$ cat src/logic/tag_pkg.sv
package tag_pkg;

  localparam int n_ways = 8;
  localparam int way_bits = 3;
  localparam int set_bits = 7;
  localparam int n_sets = 128;
  localparam int paddr_bits = 37; // Line address with the set index in the low bits
  localparam int tree_bits = 7;
  localparam int tag_bits = paddr_bits + 2;

  // Parity is the XOR of valid and paddr, so a good word always XORs to zero
  typedef struct packed {
    logic valid;
    logic [paddr_bits-1:0] paddr;
    logic parity;
  } tag_word_t;

  typedef enum logic [1:0] {
    OP_NONE,
    OP_FILL,  // Install a line, evicting if the set is full
    OP_INVAL, // Clear a matching line
    OP_INIT   // Clear the whole set and its tree
  } tag_op_e;

endpackage

$ cat src/logic/tag_ram.sv
`timescale 1ns/1ps

module tag_ram import tag_pkg::*; #(
  parameter int width = tag_bits
) (
  input  logic                clk,
  input  logic                rst,
  input  logic                rd_en,
  input  logic [set_bits-1:0] rd_addr,
  output logic [width-1:0]    rd_data,
  input  logic                wr_en,
  input  logic [set_bits-1:0] wr_addr,
  input  logic [width-1:0]    wr_data
);

  logic [width-1:0] mem [n_sets];
  logic [set_bits-1:0] rd_addr_q;

  // A write on the same edge shows up on rd_data right after it
  assign rd_data = mem[rd_addr_q];

  always_ff @(negedge clk) begin
    if (rst) begin
      rd_addr_q <= '0;
    end else if (rd_en) begin
      rd_addr_q <= rd_addr; // Held while the port is idle
    end
  end

  always_ff @(negedge clk) begin
    if (wr_en) begin
      mem[wr_addr] <= wr_data;
    end
  end

endmodule

$ cat src/logic/plru_tree.sv
`timescale 1ns/1ps

// Node 0 is the root, nodes 1 and 2 the middle level, nodes 3 to 6 the leaves.
// A node bit of 1 means the victim lies in the upper half below that node
module plru_tree import tag_pkg::*; (
  input  logic                 clk,
  input  logic                 rst,
  input  logic                 rd_en,
  input  logic [set_bits-1:0]  rd_set,
  input  logic                 hit,
  input  logic [way_bits-1:0]  hit_way,
  input  logic [set_bits-1:0]  wr_set,
  input  logic                 fill,
  input  logic [way_bits-1:0]  fill_way,
  input  logic                 init,
  output logic [tree_bits-1:0] wr_tree
);

  logic [set_bits-1:0] rd_set_q;
  logic [set_bits-1:0] wr_set_q;
  logic [set_bits-1:0] tree_addr;
  logic [tree_bits-1:0] rd_tree;
  logic [tree_bits-1:0] tree_new;
  logic tree_we;

  // Every node on the path to the used way is turned to point away from it
  function automatic logic [tree_bits-1:0] touch(input logic [tree_bits-1:0] t,
                                                  input logic [way_bits-1:0] w);
    logic [tree_bits-1:0] n;
    n = t;
    n[0] = ~w[2];
    n[1 + w[2]] = ~w[1];
    n[3 + {w[2], w[1]}] = ~w[0];
    return n;
  endfunction

  always_ff @(negedge clk) begin
    if (rd_en) begin
      rd_set_q <= rd_set;
    end
    wr_set_q <= wr_set;
  end

  // With a single write port a hit update loses to a fill or an init
  always_comb begin
    tree_we = 1'b1;
    tree_addr = wr_set_q;
    tree_new = '0;
    if (init) begin
      tree_new = '0;
    end else if (fill) begin
      tree_new = touch(wr_tree, fill_way);
    end else if (hit) begin
      tree_addr = rd_set_q;
      tree_new = touch(rd_tree, hit_way);
    end else begin
      tree_we = 1'b0;
    end
  end

  tag_ram #(.width(tree_bits)) u_rd_tree (
    .clk     (clk),
    .rst     (rst),
    .rd_en   (rd_en),
    .rd_addr (rd_set),
    .rd_data (rd_tree),
    .wr_en   (tree_we),
    .wr_addr (tree_addr),
    .wr_data (tree_new)
  );

  tag_ram #(.width(tree_bits)) u_wr_tree (
    .clk     (clk),
    .rst     (rst),
    .rd_en   (1'b1),
    .rd_addr (wr_set),
    .rd_data (wr_tree),
    .wr_en   (tree_we),
    .wr_addr (tree_addr),
    .wr_data (tree_new)
  );

endmodule

$ cat config.mk
export PLATFORM = sky130hd
export DESIGN_NAME = plru_tree
export DESIGN_NICKNAME = d
export VERILOG_FILES = /design/src/logic/tag_pkg.sv /design/src/logic/tag_ram.sv /design/src/logic/plru_tree.sv
export SDC_FILE = /design/constraint.sdc
export NUM_CORES = 2
export LEC_CHECK = 0
export ABC_AREA = 1
export BUFFER_PORTS_ARGS = -buffer_cell sky130_fd_sc_hd__buf_2
export CORE_ASPECT_RATIO = 2
export CORE_UTILIZATION = 40
export DETAILED_ROUTE_END_ITERATION = 10
export GPL_TIMING_DRIVEN = 0
export PLACE_DENSITY = 0.58
export SKIP_CTS_REPAIR_TIMING = 1
export SLEW_MARGIN = 20
export SYNTH_ARGS = -nofsm -noshare
export SYNTH_HDL_FRONTEND = slang
export SYNTH_HIERARCHICAL = 1
export SYNTH_SLANG_ARGS = --single-unit
$ cat constraint.sdc
create_clock -name clk -period 17.1 [get_ports clk]
set_input_delay 1.71 -clock clk [delete_from_list [all_inputs] [get_ports clk]]
set_output_delay 1.71 -clock clk [all_outputs]
set_load 0.1 [all_outputs]
; Word level (Yosys, flattened, before mapping)
; Memory sizes are Yosys's and may differ from the RTL's. A register that Yosys moved wholly into a read port is not among the register bits.
; Index checks and enable logic that the tools add are counted.
[totals]
register_bits = 21
ram_bits = 1792
output_inout_bits = 7
wordCells = 53
mem_count = 2
[memory_table]
columns = name, depth, width, rd, rd_ports_with_merged_regs, wr, line
row1 = u_rd_tree.mem, 128, 7, 1, 1, 1, tag_ram.sv:16  ; logic [width-1:0] mem [n_sets];
row2 = u_wr_tree.mem, 128, 7, 1, 1, 1, tag_ram.sv:16
[op_classes]
add_sub_neg = 4
n_lt_le_gt_ge = 8
muxes = 26
bitwise_logic = 6
reduce_logical = 4
[ops]
columns = op, count
row1 = 7-bit two-way mux, 9
row2 = 7-bit bitwise mux, 4
row3 = 1-bit demux with 3-bit select, 4
row4 = 1-bit two-way mux, 9
row5 = 2-bit by 4-bit < comparator with 1-bit output (second input constant), 2
row6 = 3-bit by 4-bit < comparator with 1-bit output (second input constant), 2
row7 = 2-bit by 2-bit adder with 3-bit output (first input constant), 2
row8 = 3-bit by 1-bit greater-or-equal comparator with 1-bit output (second input constant), 2
row9 = 1-bit NOT, 6
row10 = 1-bit by 1-bit adder with 2-bit output (first input constant), 2
row11 = 2-bit by 1-bit greater-or-equal comparator with 1-bit output (second input constant), 2
row12 = 1-bit logical AND, 4

; Logic depth before layout (Yosys ltp)
[depth]
word_depth = 10
ltp_mapped = 16
depth_no_buf = 13

; By module
; Netlist, hierarchy kept.
[modules_own_cells]
columns = mod, n_inst, cells_each, area_each_um2
row1 = tag_ram, 2, 3184, 37407.1
row2 = plru_tree, 1, 101, 928.4

==> run metrics <==
LEAKAGE 39.1 nW; Num CTS Buffers 168; crit path DAT 12.89 ns; clock tree buffer depth 4; Setup crit start kind flop; met1 Use GR 24.6%; clock sinks 1706; Slew headroom 18.6%; area grow syn2layout 24.6%; clk_lat worst skew 0.85 ns; most common cell after layout, fill and taps aside nand2_1; Cell Count Post-Placement 8497; antenna violations before repair 8; Overflow after GRT 0; RSZ-0062 raised after global routing false; row count 218; non-filler instance count after layout 10500; setup violators final 0; Max VDD drop 92.7 uV; Post-Syn Area per Cell 11.6 um2; Routed Antenna Nets 0; GR Layer Usage met3 8.07%; die width 299 um; Fin Clk Skew 0.0500 ns; largest net degree at the start of global routing 27; setup_tns 0 ns; Initial Util 40.2%; Post-Syn Instances 6076; 1st-pass router iterations 6; IO Port Bufs 29; status complete, no violations; drt wl/cell 26.5 um; final core utilization 50.1%; Worst Tran Pin Value 1.22 ns; GP Congestion 1.10; Synth Warn # 6; Clock Root Buffer clkbuf_16; Via density 5.36; Layout Nets 8094; HP Class reg2reg; Crit path required time 15.39 ns; hold path startpoint u_rd_tree/rd_addr_q[0]; Initial DRC Count 4932; die height 597 um; Die Footprint 179000 um2; total power per unit cell area 125 nW/um2; syn_nets 6110; GR Util met2 55.1%; Max-Cap Viols 0; synthesized area 70800 um2; DRC 0; Clock transition at path regs 0.03 ns; number of global-route vias before repair 59600; worst reg2reg setup slack 12.13 ns; CTS tree done; GRT Util Overall 30.8%; nature of the critical path endpoint output pin; share of post-route cells with drive strength above 1 9.34%; Final Hold Vio Count 0; IO Count 33; hold_ws 0.462 ns; WL final 278000 um; DP HPWL 204000 um; Slew Viols, Final 0; vias 56200; Top Usage Layer GRT met2; critical path peak fanout 12; highest-count cells in the layout ignoring fill and taps nand2_1 (2042), inv_1 (1794), edfxtp_1 (1671), nand3_1 (1523), nor2_1 (248); first-pass GRT wire length 383000 um; Setup CP Type reg2out; post-route cell area 88100 um2; # H-tree levels 4; Area after DPL 76100 um2; core area 176000 um2
-- power by group --
group | leakage (nW) | switching [mW] | internal [mW]
clock | 11.9 | 2.60 | 2.80
sequential | 16.5 | 0.00697 | 4.70
combinational | 10.6 | 0.701 | 0.251
-- flip-flops by register name, indices dropped and copies added (netlist names), named ones only --
name	flops
wr_set_q	7
u_wr_tree/mem	896
rd_set_q	7
u_wr_tree/rd_addr_q	7
u_rd_tree/mem	768
u_rd_tree/rd_addr_q	7
-- through the flow --
stage	power (mW)	setup slack, ns
after CTS	11.2	2.71
after global routing	11.6	2.50
final	11.1	2.50
after floorplan	5.80	1.36
after detailed placement	6.27	3.04
after global placement	6.21	-6.43
-- worst max-delay path, stage by stage, from the launching register on --
cell and delay, ns:
dfxtp_1 0.30, buf_6 0.15, inv_4 0.17, buf_4 0.37, buf_2 0.53, nand3_1 0.47
nand3_1 0.20, nand3_1 0.17, nand2_1 0.18, nand2_1 0.08, nand3_1 0.08, nand2_1 0.17
nand2_1 0.12, nand2_1 0.14, buf_2 0.33
-- path summary, 6_finish.rpt --
path,endpoint,cells after the start
setup / recovery,wr_tree[6],14
hold reg to reg,flop,2
hold / removal,flop,2
setup reg to reg,u_rd_tree/mem[96][1],19
-- final cells by class --
| class | count | area, um2 |
|---|---|---|
| Buffer | 409 | 2850 |
| Fill cell | 15700 | 87800 |
| Timing Repair Buffer | 111 | 2330 |
| Sequential cell | 1706 | 50900 |
| Multi-Input combinational cell | 3900 | 16900 |
| Tap cell | 2310 | 2890 |
| Inverter | 58 | 245 |
| Clock inverter | 1823 | 7740 |
| Clock buffer | 171 | 4280 |
| Antenna cell | 6 | 15.0 |
-- routing by layer --
layer	routed length, um	part of all wire (%)
met1	78100	28
met3	17600	6.3
met5	54	0.019
met4	35900	13
met2	146000	53
(Power assumes the default switching activity.)
